## src/hw/usb_ep_pkg.sv

```systemverilog
`default_nettype none

package usb_ep_pkg;

  // Transfer phase of the Bulk-In endpoint
  typedef enum logic [1:0] {
    IDLE,
    SEND,
    RESP,
    HALT
  } ep_state_e;

  // Decoded read command, len holds the byte count minus one
  typedef struct packed {
    logic        apb;
    logic [3:0]  tag;
    logic [15:0] len;
  } ep_cmd_t;

  // One byte-stream beat
  typedef struct packed {
    logic [7:0] data;
    logic       last;
  } axis_byte_t;

  // Packet controls into the FIFO
  typedef struct packed {
    logic save;
    logic next;
    logic redo;
  } pkt_strobe_t;

  // High-speed bulk packet limit
  localparam int MAX_PACKET_LENGTH = 512;
  localparam int SIZE_BITS = 10;

  // Packet FIFO geometry, pointers carry one wrap bit
  localparam int FIFO_DEPTH = 2048;
  localparam int ADDR_BITS = $clog2(FIFO_DEPTH);
  localparam int PTR_BITS = ADDR_BITS + 1;

  // Idle SEND cycles before the endpoint stalls
  localparam int TIMEOUT_TICKS = 64;
  localparam int TICK_BITS = $clog2(TIMEOUT_TICKS);

  // Status block contents
  localparam logic [31:0] MAGIC = "TART";
  localparam logic [3:0] STATUS_SUCCESS = 4'h0;
  localparam int STATUS_BYTES = 7;

endpackage

`default_nettype wire

```

## src/hw/status_builder.sv

```systemverilog
`timescale 1ns/1ps
`default_nettype none

module status_builder (
  input  wire logic                      clock,
  input  wire logic                      rst_n_i,
  input  wire logic                      clear_i,
  input  wire usb_ep_pkg::ep_state_e     state_i,
  input  wire logic [3:0]                tag_i,
  input  wire logic [15:0]               residual_i,
  // Data from the bus side
  input  wire usb_ep_pkg::axis_byte_t    dat_i,
  input  wire logic                      dat_valid_i,
  output logic                           dat_ready_o,
  // Into the packet FIFO
  output usb_ep_pkg::axis_byte_t         fifo_o,
  output logic                           fifo_valid_o,
  input  wire logic                      fifo_ready_i,
  output logic                           resp_done_o
);

  logic [55:0] word_q;
  logic [2:0]  left_q;
  logic [3:0]  tag_q;
  logic        in_send;
  logic        sending;
  logic        load;

  assign in_send = state_i == usb_ep_pkg::SEND;
  assign sending = state_i == usb_ep_pkg::RESP && left_q != 3'd0;

  // First RESP cycle, nothing left over from a previous block
  assign load = state_i == usb_ep_pkg::RESP && left_q == 3'd0;

  // Data passes straight through during SEND
  assign dat_ready_o  = in_send && fifo_ready_i;
  assign fifo_valid_o = in_send ? dat_valid_i : sending;
  assign fifo_o       = in_send ? dat_i : {word_q[7:0], left_q == 3'd1};

  // Status byte is the only one flagged last
  assign resp_done_o = sending && fifo_ready_i && left_q == 3'd1;

  always_ff @(posedge clock) begin
    // Tag tracks the command bus until the transfer leaves IDLE
    if (state_i == usb_ep_pkg::IDLE) begin
      tag_q <= tag_i;
    end
    // Magic goes out T, A, R, T so its bytes are stored reversed
    if (load) begin
      word_q <= {tag_q, usb_ep_pkg::STATUS_SUCCESS, residual_i,
                 usb_ep_pkg::MAGIC[7:0], usb_ep_pkg::MAGIC[15:8],
                 usb_ep_pkg::MAGIC[23:16], usb_ep_pkg::MAGIC[31:24]};
    end else if (sending && fifo_ready_i) begin
      word_q <= {8'h00, word_q[55:8]};
    end
  end

  // Bytes of the status block still to push
  always_ff @(posedge clock) begin
    if (!rst_n_i || clear_i) begin
      left_q <= '0;
    end else if (load) begin
      left_q <= 3'(usb_ep_pkg::STATUS_BYTES);
    end else if (sending && fifo_ready_i) begin
      left_q <= left_q - 3'd1;
    end
  end

endmodule

`default_nettype wire

```

## config.mk

```make
export PLATFORM = sky130hd
export DESIGN_NAME = status_builder
export DESIGN_NICKNAME = d
export VERILOG_FILES = /design/src/hw/usb_ep_pkg.sv /design/src/hw/status_builder.sv
export SDC_FILE = /design/constraint.sdc
export NUM_CORES = 1
export LEC_CHECK = 0
export CAP_MARGIN = 20
export CORE_ASPECT_RATIO = 1.5
export CORE_MARGIN = 2
export CORE_UTILIZATION = 65
export CTS_BUF_LIST = sky130_fd_sc_hd__clkbuf_2 sky130_fd_sc_hd__clkbuf_4 sky130_fd_sc_hd__clkbuf_8
export CTS_CLUSTER_DIAMETER = 120
export DETAILED_ROUTE_END_ITERATION = 10
export DONT_BUFFER_PORTS = 1
export PLACE_DENSITY = 0.81
export SKIP_CTS_REPAIR_TIMING = 1
export SKIP_LAST_GASP = 1
export SLEW_MARGIN = 10
export SYNTH_ARGS = -nofsm -noshare
export SYNTH_HDL_FRONTEND = slang
export SYNTH_SLANG_ARGS = --single-unit
```

## constraint.sdc

```tcl
create_clock -name clock -period 2.7 [get_ports clock]
set_input_delay 0.27 -clock clock [delete_from_list [all_inputs] [get_ports clock]]
set_output_delay 0.27 -clock clock [all_outputs]
set_load 0.1 [all_outputs]
```

==> metrics.txt <==
final period utilization 0.807; antenna cells 0; Final Routed Wirelength approximately 4.9 mm; Pint around 1.5 mW; Yosys reg bits 59; crit path launch left_q[0]; outcome finished, final reports clean; pwr/cell area 754 nW/um^2; Synth area leader edfxtp_1; Starting Density 0.665; RR Startpoint left_q[0]; largest cells by area after synthesis edfxtp_1 (30%), dfxtp_1 (29%), nand4_1 (5.2%), a22o_1 (4.4%), o22a_1 (4.0%); largest buffer count on any clock path 2; unrepaired setup endpoints after global routing false; worst hold path startpoint tag_i[2]; Synth Area per Inst about 11 um^2; sequential cell area fraction in the yosys report 0.591; Worst Path Arrival 1.91 ns; clock latency on the worst-skew pair 0.34 ns; slowest stage delay, CP 0.36 ns; critical path type reg2out; Core Area around 3600 um^2; pin count of the biggest net entering global routing 33; logic gate share of total power 0.104; first-pass GRT wire length 7.85 mm; Setup crit end kind output pin; Gate Count Post-Synth approximately 210; clk slew on worst S/H paths 0.06 ns; Synthesized Nets 250; GRT overflow 0; Total GRT Usage 0.266; wire per inst 18.8 um; Netlist cell types 34; DRC 0; HPWL after DPL 3.25 mm; worst slew pin tran 0.801 ns; Final ANT Viol Nets 0; Area growth, synth to finish 10.1%; placed cells ~250; switching pwr roughly 0.52 mW; cell area after synthesis 2400 um^2; vias post-DR between 1500 and 2000; Iteration-0 DRC Markers 54; clk sink count 59; Slew Limit Headroom 0.463; CP top delay family simple AND/OR/NAND/NOR gates; Port-buffer cells 0; vias in the first global route roughly 1700; required time worst endpoint 2.43 ns; Fmax achieved 459 MHz; area share of the largest cell type after synthesis 0.300; drt first pass iters 5; Nets 253; slowest cell on the critical path nand2b_2; max-cap violations 0; Sw Ratio 0.259; Hold Path Class in2reg; CP Max Fanout 21; Flop pwr share 0.496; layout cell share with drive strength beyond 1 0.201; CP Buf/Inv Count 2; Layout fillers 248; CTS tree yes; clk_skew 0.00814 ns; Chip Width 53.7 um; DR vias/cell between 6 and 7; total CTS buffers 9; Yosys warnings 0; Startpoint Class flop; die area roughly 4200 um^2; GP Congestion between 0.7 and 0.8; Die Ht 78.5 um; Max Slew Vio Count 0; H-tree levels 3; setup TNS 0 ns; fin cells 262; final setup fails 0; P_leak 0.980 nW; Root Buffer clkbuf_8; num ports 48; FP Rows 27; initial antenna violation count 0; Tmin final 2.18 ns; CP Cell Sequence inv_1 > ha_1 > nand2b_2 > nand3_2 > nor2_2 > buf_4; peak supply drop around 0.50 mV; clock share of power 0.400; Hold Vio Cnt, Final 0
==> layer usage <==
metal,vias to the layer above,GRT usage,wire [um]
met5,-,0,0
met4,0,0.115,83
met3,7,0.106,276
met2,49,0.417,2660
met1,824,0.314,1910
li1,790,-,-
==> cells in the mapped netlist, drive strengths merged <==
library cell / instances
edfxtp: 24
nand2b: 3
and2: 1
nand4bb: 1
nand3: 1
o211a: 1
and2b: 1
a22o: 12
mux2: 8
o31ai: 2
clkbuf: 4
o221a: 1
nor2: 4
o41ai: 1
o22a: 11
nand2: 21
buf: 14
a21oi: 2
o21ai: 20
mux2i: 2
nor3: 1
dfxtp: 35
inv: 7
nor2b: 3
and3: 8
nand4: 20
ha: 3
==> cells by family after synthesis <==
kind of cell	after synthesis	synth area share
buffers and inverters	25	0.0499
AO/OA/AOI/OAI	50	0.148
flip-flops	59	0.591
multiplexers	10	0.0458
AND/OR/NAND/NOR	64	0.149
adder cells (fa/ha/maj)	3	0.0156
==> layout make-up <==
class / instances / area [um^2] / share of cell area
clock buffer: 11 / 145 / 0.0548
clock inverter: 5 / 52.6 / 0.0198
inverter: 7 / 26.3 / 0.00992
multi-input combinational: 127 / 873 / 0.330
sequential: 59 / 1420 / 0.537
tap: 43 / 53.8 / 0.0203
timing repair buffer: 10 / 75.1 / 0.0284
==> path summary, 6_finish.rpt <==
kind                 endpoint  slack [ns]  cells past startpoint
hold / removal       tag_q[2]        0.03                      0
hold reg to reg     word_q[5]        0.46                      2
setup reg to reg    left_q[1]        0.70                      7
setup / recovery  resp_done_o        0.52                      6
==> placed cells by master, fill, tap and decap left out, types with 2 or more instances in the layout <==
master	Yosys	final
o21ai_2	0	2
and3_1	8	8
nand2b_1	2	2
o31ai_1	2	2
nor2b_1	2	2
nor2_1	3	2
ha_1	3	3
dfxtp_1	35	35
mux2i_1	2	2
inv_1	6	6
clkinv_2	0	3
o22a_1	11	11
edfxtp_1	24	24
mux2_2	8	8
o21ai_0	18	16
a22o_1	12	12
nand2_1	21	21
clkbuf_8	0	10
buf_4	3	10
nor2_2	1	2
o21ai_1	2	2
nand4_1	20	20
a21oi_1	2	2
==> power groups by stage <==
stage          logic (mW)  clock network (mW)  registers, mW
2_1_floorplan       0.186                   0           1.00
3_3_place_gp        0.201                   0           1.01
3_5_place_dp        0.207                   0           1.01
4_1_cts             0.208               0.806          0.990
5_1_grt             0.221               0.843          0.993
6_report            0.207               0.800          0.990
==> state kept, by name, indices dropped and copies added, names as in the netlist <==
register,flops
left_q,3
word_q,52
tag_q,4
==> through the flow <==
step                      hold WS (ns)   util  total power [mW]  instance area (um^2)  setup WS, ns
after global routing           0.00737  0.732              2.06                  2650         0.389
after floorplan                  0.369      -              1.19                  2400         0.121
final                           0.0266  0.732              2.00                  2650         0.520
after global placement           0.369  0.678              1.21                  2450         0.838
after CTS                       0.0150  0.732              2.00                  2650         0.503
after detailed placement         0.369  0.678              1.22                  2450         0.741
Power figures use the tool's default switching activity.
