`src/hw/usb_ep_pkg.sv`:
```
`default_nettype none

package usb_ep_pkg;

  // Transfer phase of the Bulk-In endpoint
  typedef enum logic [1:0] {
    IDLE,
    SEND,
    RESP,
    HALT
  } ep_state_e;

  // Decoded read command, len holds the byte count minus one
  typedef struct packed {
    logic        apb;
    logic [3:0]  tag;
    logic [15:0] len;
  } ep_cmd_t;

  // One byte-stream beat
  typedef struct packed {
    logic [7:0] data;
    logic       last;
  } axis_byte_t;

  // Packet controls into the FIFO
  typedef struct packed {
    logic save;
    logic next;
    logic redo;
  } pkt_strobe_t;

  // High-speed bulk packet limit
  localparam int MAX_PACKET_LENGTH = 512;
  localparam int SIZE_BITS = 10;

  // Packet FIFO geometry, pointers carry one wrap bit
  localparam int FIFO_DEPTH = 2048;
  localparam int ADDR_BITS = $clog2(FIFO_DEPTH);
  localparam int PTR_BITS = ADDR_BITS + 1;

  // Idle SEND cycles before the endpoint stalls
  localparam int TIMEOUT_TICKS = 64;
  localparam int TICK_BITS = $clog2(TIMEOUT_TICKS);

  // Status block contents
  localparam logic [31:0] MAGIC = "TART";
  localparam logic [3:0] STATUS_SUCCESS = 4'h0;
  localparam int STATUS_BYTES = 7;

endpackage

`default_nettype wire

```
`src/hw/residual_counter.sv`:
```
`timescale 1ns/1ps
`default_nettype none

module residual_counter (
  input  wire logic                      clock,
  input  wire logic                      rst_n_i,
  input  wire logic                      clear_i,
  input  wire usb_ep_pkg::ep_state_e     state_i,
  input  wire logic                      cmd_vld_i,
  input  wire usb_ep_pkg::ep_cmd_t       cmd_i,
  input  wire logic                      beat_i,
  input  wire logic [7:0]                beat_data_i,
  output logic [15:0]                    residual_o
);

  logic        apb_q;
  logic [1:0]  shifted_q;
  logic [15:0] residual_q;

  always_ff @(posedge clock) begin
    if (!rst_n_i || clear_i) begin
      apb_q      <= 1'b0;
      shifted_q  <= '0;
      residual_q <= '0;
    end else if (state_i == usb_ep_pkg::IDLE && cmd_vld_i) begin
      // Full 64 KiB request wraps to zero
      apb_q      <= cmd_i.apb;
      shifted_q  <= '0;
      residual_q <= cmd_i.len + 16'd1;
    end else if (state_i == usb_ep_pkg::SEND && beat_i) begin
      if (!apb_q) begin
        // AXI, bytes still owed to the host
        residual_q <= residual_q - 16'd1;
      end else if (!shifted_q[1]) begin
        // APB value, low byte arrives first
        residual_q <= {beat_data_i, residual_q[15:8]};
        shifted_q  <= shifted_q + 2'd1;
      end
    end
  end

  assign residual_o = residual_q;

endmodule

`default_nettype wire

```
`config.mk`:
```
export PLATFORM = sky130hd
export DESIGN_NAME = residual_counter
export DESIGN_NICKNAME = d
export VERILOG_FILES = /design/src/hw/usb_ep_pkg.sv /design/src/hw/residual_counter.sv
export SDC_FILE = /design/constraint.sdc
export NUM_CORES = 1
export LEC_CHECK = 0
export BUFFER_PORTS_ARGS = -buffer_cell sky130_fd_sc_hd__buf_2
export CORE_MARGIN = 4
export CORE_UTILIZATION = 51
export CTS_CLUSTER_SIZE = 28
export DETAILED_ROUTE_END_ITERATION = 7
export MAX_ROUTING_LAYER = met4
export PLACE_DENSITY = 0.81
export REMOVE_ABC_BUFFERS = 1
export SYNTH_ARGS = -nofsm -noshare
export SYNTH_HDL_FRONTEND = slang
export SYNTH_SLANG_ARGS = --single-unit
```
`constraint.sdc`:
```
create_clock -name clock -period 2.4 [get_ports clock]
set_input_delay 0.72 -clock clock [delete_from_list [all_inputs] [get_ports clock]]
set_output_delay 0.72 -clock clock [all_outputs]
set_load 0.02 [all_outputs]
```
==> flow_metrics.tcl <==
set metrics [dict create \
    hold_path_end "residual_o[15]" \
    initial_core_util 0.5491 \
    cap_viol_max_count 0 \
    hold_viol 0 \
    period_share 0.8131 \
    ys_seq_area_frac 0.2428 \
    cts_buffer_depth 2 \
    slew_headroom 0.6535 \
    grt-ovfl-total 0 \
    avgSynthCellArea_sq_um 7.568 \
    diodes 0 \
    yosys_warnings 0 \
    clkLatencyLatePin_ns 0.30 \
    instances_no_fill 288 \
    htreeDepth 1 \
    rows 19 \
    r2r-start "residual_o[4]" \
    final_area_sq_mm 0.001886 \
    powerDensity_mw_per_mm2 427.4 \
    die_w_um 63.42 \
    reg2reg_slack_ns 0.45 \
    drt_iter0_markers 123 \
    vdd_ir_drop_max_v 0.0001896 \
    rr_worst_depth 6 \
    cts-resized-gates 0 \
    drive_gt1_frac 0.2685 \
    crit_path_end_kind "register" \
    clkTransAtPathRegs_ns 0.12 \
    route.vias.total 1669 \
    num_io_pins 52 \
    cts_tree "yes" \
    worstPathCellList "nor4_4 -> nand2_1 -> nor4_1 -> nor2_1 -> a221oi_1 -> o21ai_1" \
    track_usage 0.2173 \
    p_leak_uw 0.0008161 \
    fp.dieH_um 63.42 \
    hold_path.class "reg -> reg" \
    worst-setup-path-type "reg -> reg" \
    post-cts-setup-buffers 0 \
    root_buffer "clkbuf_4" \
    hp-start "residual_o[15]" \
    placedCellCount 284 \
    ys.flop_type "dfxtp_1" \
    setup_viol 0 \
    grt_pass1_wl_um 7024 \
    wl_met2_um 1878 \
    gp_congestion 0.8994 \
    antenna_found_initial 0 \
    io_buffers 47 \
    nNetsFinal 296 \
    rsz0062_at_grt "no" \
    crit_path_max_fanout 6 \
    dp_hpwl_um 3247 \
    die-area_sq_mm 0.004022 \
    slowest_stage "nor4_1" \
    grt_pass1_vias 1497 \
    vias_per_cell 5.795 \
    grt_max_degree 33 \
    worst_pin_slew_ns 0.5151 \
    maxUsedRoutingLayer "met4" \
    startpoint_type "register" \
    critPathMaxStageDelay_ns 0.43 \
    detail_route.wl_per_cell_um 14.47 \
    clock_skew_ns 0.002952 \
    hold_depth 2 \
    slew_viol_final 0 \
    first_pass_iters 4 \
    async_flop_share 0 \
    syn_area_sq_mm 0.001567 \
    syn_to_final_growth_pct 20.37 \
    drc 0 \
    wl_met1_um 1917 \
    r2r_end "residual_o[15]" \
    core_area_sq_mm 0.002853 \
    status "finished clean" \
    fin_tns_setup_ns 0 \
    cts-hold-fix-buffers 0 \
    period_minus_slack_ns 1.951 \
    ant_nets 0 \
    wl_met3_um 286 \
    syn_inst 207 \
    whs_ns 0.5100 \
    timing.fmax_mhz 512.4 \
    cts.sinks 19 \
    synth.distinct_cells 47 \
    dpl_cell_area_sq_mm 0.001858 \
    numCtsBuffers 3 \
    ys_ff_latch 19 \
    worstPathArrival_ns 2.16 \
    synth_edf_count 0 \
    routed_wl_um 4167 \
    crit_required_ns 2.61 \
]
-- power breakdown --
group | switching, uW | internal (uW)
Clock | 109 | 62.1
Sequential | 20.4 | 326
Combinational | 153 | 136
-- cells in the mapped netlist, types with 2 or more instances --
cell | instances | area, sq um
a211oi_1 | 6 | 45.04
a21oi_1 | 10 | 50.05
a221oi_1 | 2 | 17.52
a22o_1 | 2 | 17.52
a32o_1 | 4 | 40.04
and3_1 | 4 | 25.02
and4_1 | 2 | 17.52
clkbuf_1 | 7 | 26.28
dfxtp_1 | 19 | 380.4
ha_1 | 2 | 25.02
inv_1 | 4 | 15.01
mux2i_1 | 5 | 50.05
nand2_1 | 28 | 105.1
nand2b_1 | 2 | 12.51
nand3_1 | 7 | 35.03
nand4_1 | 5 | 31.28
nor2_1 | 20 | 75.07
nor2b_1 | 2 | 12.51
nor3_1 | 6 | 30.03
nor3b_1 | 2 | 15.01
nor4_1 | 2 | 12.51
nor4_2 | 2 | 25.02
o21ai_0 | 15 | 75.07
o21ai_1 | 5 | 25.02
xnor2_1 | 12 | 105.1
xor2_1 | 11 | 96.34
-- layout by cell type, fill, tap and decap left out, types with 2 or more instances in the layout --
master | netlist | layout
xor2_1 | 11 | 11
nand4_1 | 5 | 5
nand2_1 | 28 | 28
nor4_1 | 2 | 2
mux2i_1 | 5 | 5
nand3_1 | 7 | 7
nand2b_1 | 2 | 2
nor3_1 | 6 | 6
nor2_1 | 20 | 20
inv_1 | 4 | 4
buf_4 | 1 | 9
a32o_1 | 4 | 4
o21ai_1 | 5 | 5
xnor2_1 | 12 | 12
a221oi_1 | 2 | 2
nor3b_1 | 2 | 2
buf_2 | 1 | 47
nor4_2 | 2 | 2
a22o_1 | 2 | 2
o21ai_0 | 15 | 15
a21oi_1 | 10 | 10
dfxtp_1 | 19 | 19
ha_1 | 2 | 2
a211oi_1 | 6 | 6
and4_1 | 2 | 2
nor2b_1 | 2 | 2
and3_1 | 4 | 4
clkbuf_4 | 0 | 3
-- area by class of cell --
class,instances,area (sq um)
Multi-Input combinational cell,174,1121
Clock inverter,1,5.005
Fill cell,284,967.2
Sequential cell,19,380.4
Clock buffer,3,22.52
Tap cell,31,38.79
Timing Repair Buffer,56,302.8
Inverter,4,15.01
-- per-layer routing --
layer,GRT usage,vias to the layer above
met5,-,-
li1,-,854
met1,0.3042,732
met2,0.3259,73
met3,0.01954,10
met4,0.07547,0
-- state kept, by name, indices dropped and copies added, names as in the netlist --
name	cells
residual_o	16
shifted_q	2
apb_q	1
-- metrics by stage --
step | worst slack, ns | power [uW] | utilization
final | 0.4486 | 805.9 | 0.6610
after global routing | 0.2893 | 861.4 | 0.6610
after CTS | 0.4640 | 803.4 | 0.6610
after detailed placement | 0.2625 | 639.3 | 0.6513
after global placement | 0.3095 | 632.8 | 0.6513
after floorplan | 0.4063 | 545.3 | -
-- kinds of logic after synthesis --
kind of cell	synth area share
AND/OR/NAND/NOR	0.3267
AO/OA/AOI/OAI	0.2053
XOR/XNOR	0.1286
flip-flops	0.2428
buffers and inverters	0.04153
multiplexers	0.03914
adder cells (fa/ha/maj)	0.01597
-- worst max-delay path by stage --
stage,startpoint,endpoint,slack (ns),cells after the start
2_1_floorplan,cmd_vld_i,residual_o[3],0.41,5
3_3_place_gp,cmd_i[2],residual_o[12],0.31,7
3_5_place_dp,cmd_i[2],residual_o[12],0.26,7
4_1_cts,residual_o[4],residual_o[15],0.46,6
5_1_grt,residual_o[4],residual_o[15],0.29,6
6_report,residual_o[4],residual_o[15],0.45,6
-- critical path: cells and delay by family, from the launching register on --
| family | cells | cell delay [ns] |
|---|---|---|
| simple gates | 4 | 1.09 |
| flops | 1 | 0.41 |
| compound gates | 2 | 0.35 |
(Power assumes the default switching activity.)
