==> src/hw/usb_ep_pkg.sv <==
`default_nettype none

package usb_ep_pkg;

  // Transfer phase of the Bulk-In endpoint
  typedef enum logic [1:0] {
    IDLE,
    SEND,
    RESP,
    HALT
  } ep_state_e;

  // Decoded read command, len holds the byte count minus one
  typedef struct packed {
    logic        apb;
    logic [3:0]  tag;
    logic [15:0] len;
  } ep_cmd_t;

  // One byte-stream beat
  typedef struct packed {
    logic [7:0] data;
    logic       last;
  } axis_byte_t;

  // Packet controls into the FIFO
  typedef struct packed {
    logic save;
    logic next;
    logic redo;
  } pkt_strobe_t;

  // High-speed bulk packet limit
  localparam int MAX_PACKET_LENGTH = 512;
  localparam int SIZE_BITS = 10;

  // Packet FIFO geometry, pointers carry one wrap bit
  localparam int FIFO_DEPTH = 2048;
  localparam int ADDR_BITS = $clog2(FIFO_DEPTH);
  localparam int PTR_BITS = ADDR_BITS + 1;

  // Idle SEND cycles before the endpoint stalls
  localparam int TIMEOUT_TICKS = 64;
  localparam int TICK_BITS = $clog2(TIMEOUT_TICKS);

  // Status block contents
  localparam logic [31:0] MAGIC = "TART";
  localparam logic [3:0] STATUS_SUCCESS = 4'h0;
  localparam int STATUS_BYTES = 7;

endpackage

`default_nettype wire

==> src/hw/bulk_in_ctrl.sv <==
`timescale 1ns/1ps
`default_nettype none

module bulk_in_ctrl (
  input  wire logic                                 clock,
  input  wire logic                                 rst_n_i,
  // Control pipe
  input  wire logic                                 set_conf_i,
  input  wire logic                                 clr_conf_i,
  input  wire logic [usb_ep_pkg::SIZE_BITS-1:0]     max_size_i,
  // USB controller
  input  wire logic                                 selected_i,
  input  wire logic                                 ack_recv_i,
  input  wire logic                                 ack_sent_i,
  input  wire logic                                 timedout_i,
  // Transfer events
  input  wire logic                                 cmd_vld_i,
  input  wire logic                                 data_beat_i,
  input  wire logic                                 data_done_i,
  input  wire logic                                 resp_done_i,
  input  wire logic [usb_ep_pkg::PTR_BITS-1:0]      fifo_space_i,
  output usb_ep_pkg::ep_state_e                     state_o,
  output usb_ep_pkg::pkt_strobe_t                   strobe_o,
  output logic                                      clear_o,
  output logic                                      ep_ready_o,
  output logic                                      stalled_o,
  output logic                                      parity_o
);

  usb_ep_pkg::ep_state_e            state_q;
  usb_ep_pkg::pkt_strobe_t          strobe_q;
  logic                             clear_q;
  logic                             enabled_q;
  logic                             ready_q;
  logic                             parity_q;
  logic [usb_ep_pkg::TICK_BITS-1:0] ticks_q;
  logic [usb_ep_pkg::SIZE_BITS-1:0] pkt_cnt_q;
  logic                             timeout;
  logic                             pkt_full;
  logic                             save;

  // Last allowed idle cycle of the data phase
  assign timeout = state_q == usb_ep_pkg::SEND && !data_beat_i &&
                   ticks_q == usb_ep_pkg::TICK_BITS'(usb_ep_pkg::TIMEOUT_TICKS - 1);

  // Open packet hits max_size_i on this beat
  assign pkt_full = data_beat_i && (pkt_cnt_q + 1'b1) == max_size_i;

  // Close on data last, size limit, or the final status byte
  assign save = data_done_i || pkt_full || resp_done_i;

  // Set or clear of the configuration resets the endpoint a cycle later
  always_ff @(posedge clock) begin
    if (!rst_n_i) begin
      clear_q <= 1'b0;
    end else begin
      clear_q <= set_conf_i || clr_conf_i;
    end
  end

  // Enable survives the clear pulse it triggers
  always_ff @(posedge clock) begin
    if (!rst_n_i || clr_conf_i) begin
      enabled_q <= 1'b0;
    end else if (set_conf_i) begin
      enabled_q <= 1'b1;
    end
  end

  // Transfer phases, HALT only leaves through a clear
  always_ff @(posedge clock) begin
    if (!rst_n_i || clear_q) begin
      state_q <= usb_ep_pkg::IDLE;
    end else begin
      case (state_q)
        usb_ep_pkg::IDLE: begin
          state_q <= (cmd_vld_i && enabled_q) ? usb_ep_pkg::SEND : state_q;
        end
        usb_ep_pkg::SEND: begin
          state_q <= data_done_i ? usb_ep_pkg::RESP :
                     timeout     ? usb_ep_pkg::HALT : state_q;
        end
        usb_ep_pkg::RESP: begin
          state_q <= resp_done_i ? usb_ep_pkg::IDLE : state_q;
        end
        default: begin
          state_q <= state_q;
        end
      endcase
    end
  end

  always_ff @(posedge clock) begin
    if (!rst_n_i || clear_q) begin
      ticks_q   <= '0;
      pkt_cnt_q <= '0;
      strobe_q  <= '0;
      parity_q  <= 1'b0;
      ready_q   <= 1'b0;
    end else begin
      // Stall timer restarts on every accepted byte
      if (state_q != usb_ep_pkg::SEND || data_beat_i) begin
        ticks_q <= '0;
      end else begin
        ticks_q <= ticks_q + 1'b1;
      end
      // Byte count of the open packet
      if (save) begin
        pkt_cnt_q <= '0;
      end else if (data_beat_i) begin
        pkt_cnt_q <= pkt_cnt_q + 1'b1;
      end
      strobe_q.save <= save;
      // Host acknowledge frees, host timeout replays
      strobe_q.next <= selected_i && ack_recv_i;
      strobe_q.redo <= selected_i && timedout_i;
      // DATA0/DATA1 toggle
      if (selected_i && ack_sent_i) begin
        parity_q <= ~parity_q;
      end
      // Room for a full packet needed before the host is told to poll
      ready_q <= enabled_q && state_q != usb_ep_pkg::HALT &&
                 fifo_space_i >= usb_ep_pkg::PTR_BITS'(usb_ep_pkg::MAX_PACKET_LENGTH);
    end
  end

  assign state_o    = state_q;
  assign strobe_o   = strobe_q;
  assign clear_o    = clear_q;
  assign ep_ready_o = ready_q;
  assign stalled_o  = state_q == usb_ep_pkg::HALT;
  assign parity_o   = parity_q;

  // Host never acknowledges and times out the same packet
  a_strobe_excl: assert property (@(posedge clock) disable iff (!rst_n_i)
    !(strobe_q.next && strobe_q.redo));

  // Command source waits for the previous transfer to finish
  a_cmd_idle: assert property (@(posedge clock) disable iff (!rst_n_i || clear_q)
    cmd_vld_i |-> state_q == usb_ep_pkg::IDLE);

endmodule

`default_nettype wire

==> config.mk <==
export PLATFORM = sky130hd
export DESIGN_NAME = bulk_in_ctrl
export DESIGN_NICKNAME = d
export VERILOG_FILES = /design/src/hw/usb_ep_pkg.sv /design/src/hw/bulk_in_ctrl.sv
export SDC_FILE = /design/constraint.sdc
export NUM_CORES = 1
export LEC_CHECK = 0
export ABC_AREA = 1
export BUFFER_PORTS_ARGS = -buffer_cell sky130_fd_sc_hd__buf_2
export CAP_MARGIN = 20
export CORE_ASPECT_RATIO = 1.2
export CORE_MARGIN = 2
export CORE_UTILIZATION = 54
export DETAILED_ROUTE_END_ITERATION = 8
export PLACE_DENSITY = 0.84
export SKIP_LAST_GASP = 1
export SLEW_MARGIN = 20
export SYNTH_ARGS = -nofsm -noshare
export SYNTH_HDL_FRONTEND = slang
export SYNTH_SLANG_ARGS = --single-unit
==> constraint.sdc <==
create_clock -name clock -period 4.5 [get_ports clock]
set_input_delay 0.225 -clock clock [delete_from_list [all_inputs] [get_ports clock]]
set_output_delay 0.225 -clock clock [all_outputs]
set_load 0.01 [all_outputs]
==> results.sh <==
export IMPL_cts_sinks=25
export IMPL_drv_slew=0
export IMPL_synthToLayoutAreaGrowth_pct=15.9
export IMPL_final_common_cell="nand2_1"
export IMPL_p_int_mw=0.284
export IMPL_h_tree_depth=1
export IMPL_yosys_area_top_type_share=0.355
export IMPL_vias_per_cell=4.69
export IMPL_crit_path_end_kind="register"
export IMPL_start_util=0.563
export IMPL_total_leakage_power_nw=0.842
export IMPL_grt_max_degree=16
export IMPL_layout_common_cells="nand2_1 (63), inv_1 (34), nor2_1 (34)"
export IMPL_outcome="complete, no violations"
export IMPL_busiest_layer="met2"
export IMPL_clk_pin_slew_ns=0.12
export IMPL_pwr_share_comb=0.134
export IMPL_core_sq_mm=0.00250
export IMPL_tritoncts="done"
export IMPL_timing_final_crit_share=0.400
export IMPL_cts_root_buffer="clkbuf_4"
export IMPL_use_met3=0.0175
export IMPL_switchingPower_mw=0.0947
export IMPL_rsz0062_at_grt="no"
export IMPL_grt_use_met1=0.224
export IMPL_synthTopCellsByArea="dfxtp_1 (35%), nand2_1 (17%), inv_1 (9.1%)"
export IMPL_postRouteWirelength_mm=2.57
export IMPL_swShare=0.250
export IMPL_netlist_instances=221
export IMPL_design_die_area_sq_mm=0.00304
export IMPL_worstPathArrival_ns=2.02
export IMPL_grt_overflow=0
export IMPL_cts_buffer_depth=2
export IMPL_worstSkewPairLatency_ns=0.32
export IMPL_antenna_cells=0
export IMPL_crit_family="simple AND/OR/NAND/NOR gates"
export IMPL_cp_max_fo=10
export IMPL_worstSetupPathType="register to register"
export IMPL_seq_area_frac_synth=0.355
export IMPL_portBuffers=33
export IMPL_clkPwrFrac=0.257
export IMPL_synth_fa_ha_area_frac=0.0177
export IMPL_crit_buf_inv=0
export IMPL_drtAntennaViolNets=0
export IMPL_cts_resized=0
export IMPL_max_slew_margin=0.716
export IMPL_synth_simple_gate_area_frac=0.411
export IMPL_nets=293
export IMPL_ys_types=27
export IMPL_dp_cells=285
export IMPL_drive_gt1_frac=0.180
export IMPL_avgSynthCellArea_sq_um=6.38
export IMPL_setup_tns_ns=0
export IMPL_dieWidth_um=50.7
export IMPL_synth_top_family_by_area="simple AND/OR/NAND/NOR gates"
export IMPL_min_from="clr_conf_i"
export IMPL_post_dp_cell_area_sq_mm=0.00161
export IMPL_final_area_sq_mm=0.00163
export IMPL_drc=0
export IMPL_grt_use_met2=0.365
export IMPL_antenna_found_initial=0
export IMPL_synth_compound_area_frac=0.0887
export IMPL_crit_start="pkt_cnt_q[0]$_SDFFE_PP0P_"
export IMPL_drv_cap=0
export IMPL_yosysTopAreaCell="dfxtp_1"
export IMPL_hpwl_mm=2.08
export IMPL_drt_first_pass_iters=4
export IMPL_grt_pass1_vias=1209
export IMPL_hold_viol=0
export IMPL_yosys_mux_area_fraction=0
export IMPL_place_gp_congestion=0.758
export IMPL_critPathSlowestCell="dfxtp_1"
export IMPL_tightest_slew_ns=0.425
export IMPL_period_needed_ns=1.80
export IMPL_cts_hold_buf=0
export IMPL_worst_ep_required_time_ns=4.72
export IMPL_die_h_um=60.0
export IMPL_finalSetupViolations=0
export IMPL_syn_area_sq_mm=0.00141
export IMPL_ios=43
export IMPL_rows=20
export IMPL_cp_slowest_stage_delay_ns=0.43
export IMPL_fmaxAchievable_mhz=556
export IMPL_r2r_start="pkt_cnt_q[0]$_SDFFE_PP0P_"
export IMPL_vdd_ir_drop_max_mv=0.172
export IMPL_drtIter0Drc=23
export IMPL_path_cells="ha_1 -> nand2_1 -> o21bai_1 -> nand2_1 -> nand2_1 -> nand2_1 -> nor2_1 -> nand2_1 -> nor2_1 -> nand2_2 -> nand3_4 -> nor2_1"
export IMPL_syn_nets=257
export IMPL_finClkSkew_ns=0.00297
export IMPL_grt_pass1_wl_mm=4.60
export IMPL_seqPwrFrac=0.609
export IMPL_hold_class="input port to register"
export IMPL_numCtsBuffers=3
export IMPL_cellPowerDensity_mw_per_mm2=232
export IMPL_num_vias=1356
export IMPL_fin_cells=289
export IMPL_wl_per_cell_um=8.89
export IMPL_startpoint_type="register"
export IMPL_synth_xor_xnor_area_share=0.0311
export IMPL_grt_usage=0.196
export IMPL_ys_ff_latch=25
export IMPL_critPathMostFrequentCell="nand2_1"
export IMPL_post_cts_buffers=0
export IMPL_yosysWarnings=0
==> synth_stat cells <==
library cell and instances:
nand2_1 63, inv_1 34, nor2_1 34, dfxtp_1 25
nand3_1 19, o21ai_0 13, a21oi_1 4, xor2_1 4
ha_1 2, nand2_2 2, nand3b_1 2, nand4_1 2
nor2_2 2, nor3_1 2, a21boi_0 1, a31o_2 1
clkbuf_1 1, clkbuf_2 1, nand2_4 1, nand3_4 1
nor2_4 1, nor3_2 1, nor3b_1 1, o211ai_1 1
o21ai_2 1, o21bai_1 1, xnor2_1 1
==> per-stage QoR <==
step / setup slack, ns / total power, mW / hold slack [ns] / util
after global routing: 2.46 / 0.399 / 0.0599 / 0.653
after global placement: 2.71 / 0.286 / 0.407 / 0.643
after floorplan: 2.94 / 0.266 / 0.304 / -
after CTS: 2.68 / 0.384 / 0.0597 / 0.653
final: 2.70 / 0.379 / 0.0687 / 0.653
after detailed placement: 2.70 / 0.287 / 0.410 / 0.643
==> logic make-up after synthesis <==
family,count (synthesis)
fa+ha+maj,2
compound gates,22
xor+xnor,5
buf+inv,36
flops,25
simple gates,131
==> path summary, 6_finish.rpt <==
path	endpoint	slack [ns]	depth (start not counted)
worst max-delay path	pkt_cnt_q[0]$_SDFFE_PP0P_	2.70	12
worst min-delay path	enabled_q$_SDFFE_PP0P_	0.07	2
worst max register to register	pkt_cnt_q[0]$_SDFFE_PP0P_	2.70	12
worst min register to register	ticks_q[0]$_SDFF_PP0_	0.46	1
==> metal layers <==
layer	wire length, um	part of all wire
met5	0	0
met4	56	0.022
met3	94	0.037
met2	1220	0.47
met1	1200	0.47
==> sequential cells by signal, indices dropped and copies added, names as in the netlist <==
register and flops:
parity_o 1, ticks_q 6, pkt_cnt_q 10, state_o 2
enabled_q 1, strobe_o 3, clear_o 1, ep_ready_o 1
==> final cells by class <==
type                            count  area, sq um
Fill cell                         250          868
Timing Repair Buffer               33          165
Multi-Input combinational cell    160          773
Inverter                           34          128
Tap cell                           33         41.3
Clock buffer                        4         26.3
Sequential cell                    25          500
==> power by group through the flow <==
| stage | sequential, mW | clock (mW) | combinational (mW) |
|---|---|---|---|
| after floorplan | 0.237 | 0 | 0.0290 |
| after CTS | 0.231 | 0.102 | 0.0512 |
| after global routing | 0.232 | 0.108 | 0.0590 |
| after detailed placement | 0.236 | 0 | 0.0509 |
| final | 0.231 | 0.0973 | 0.0509 |
| after global placement | 0.236 | 0 | 0.0501 |
(Power assumes the default switching activity.)
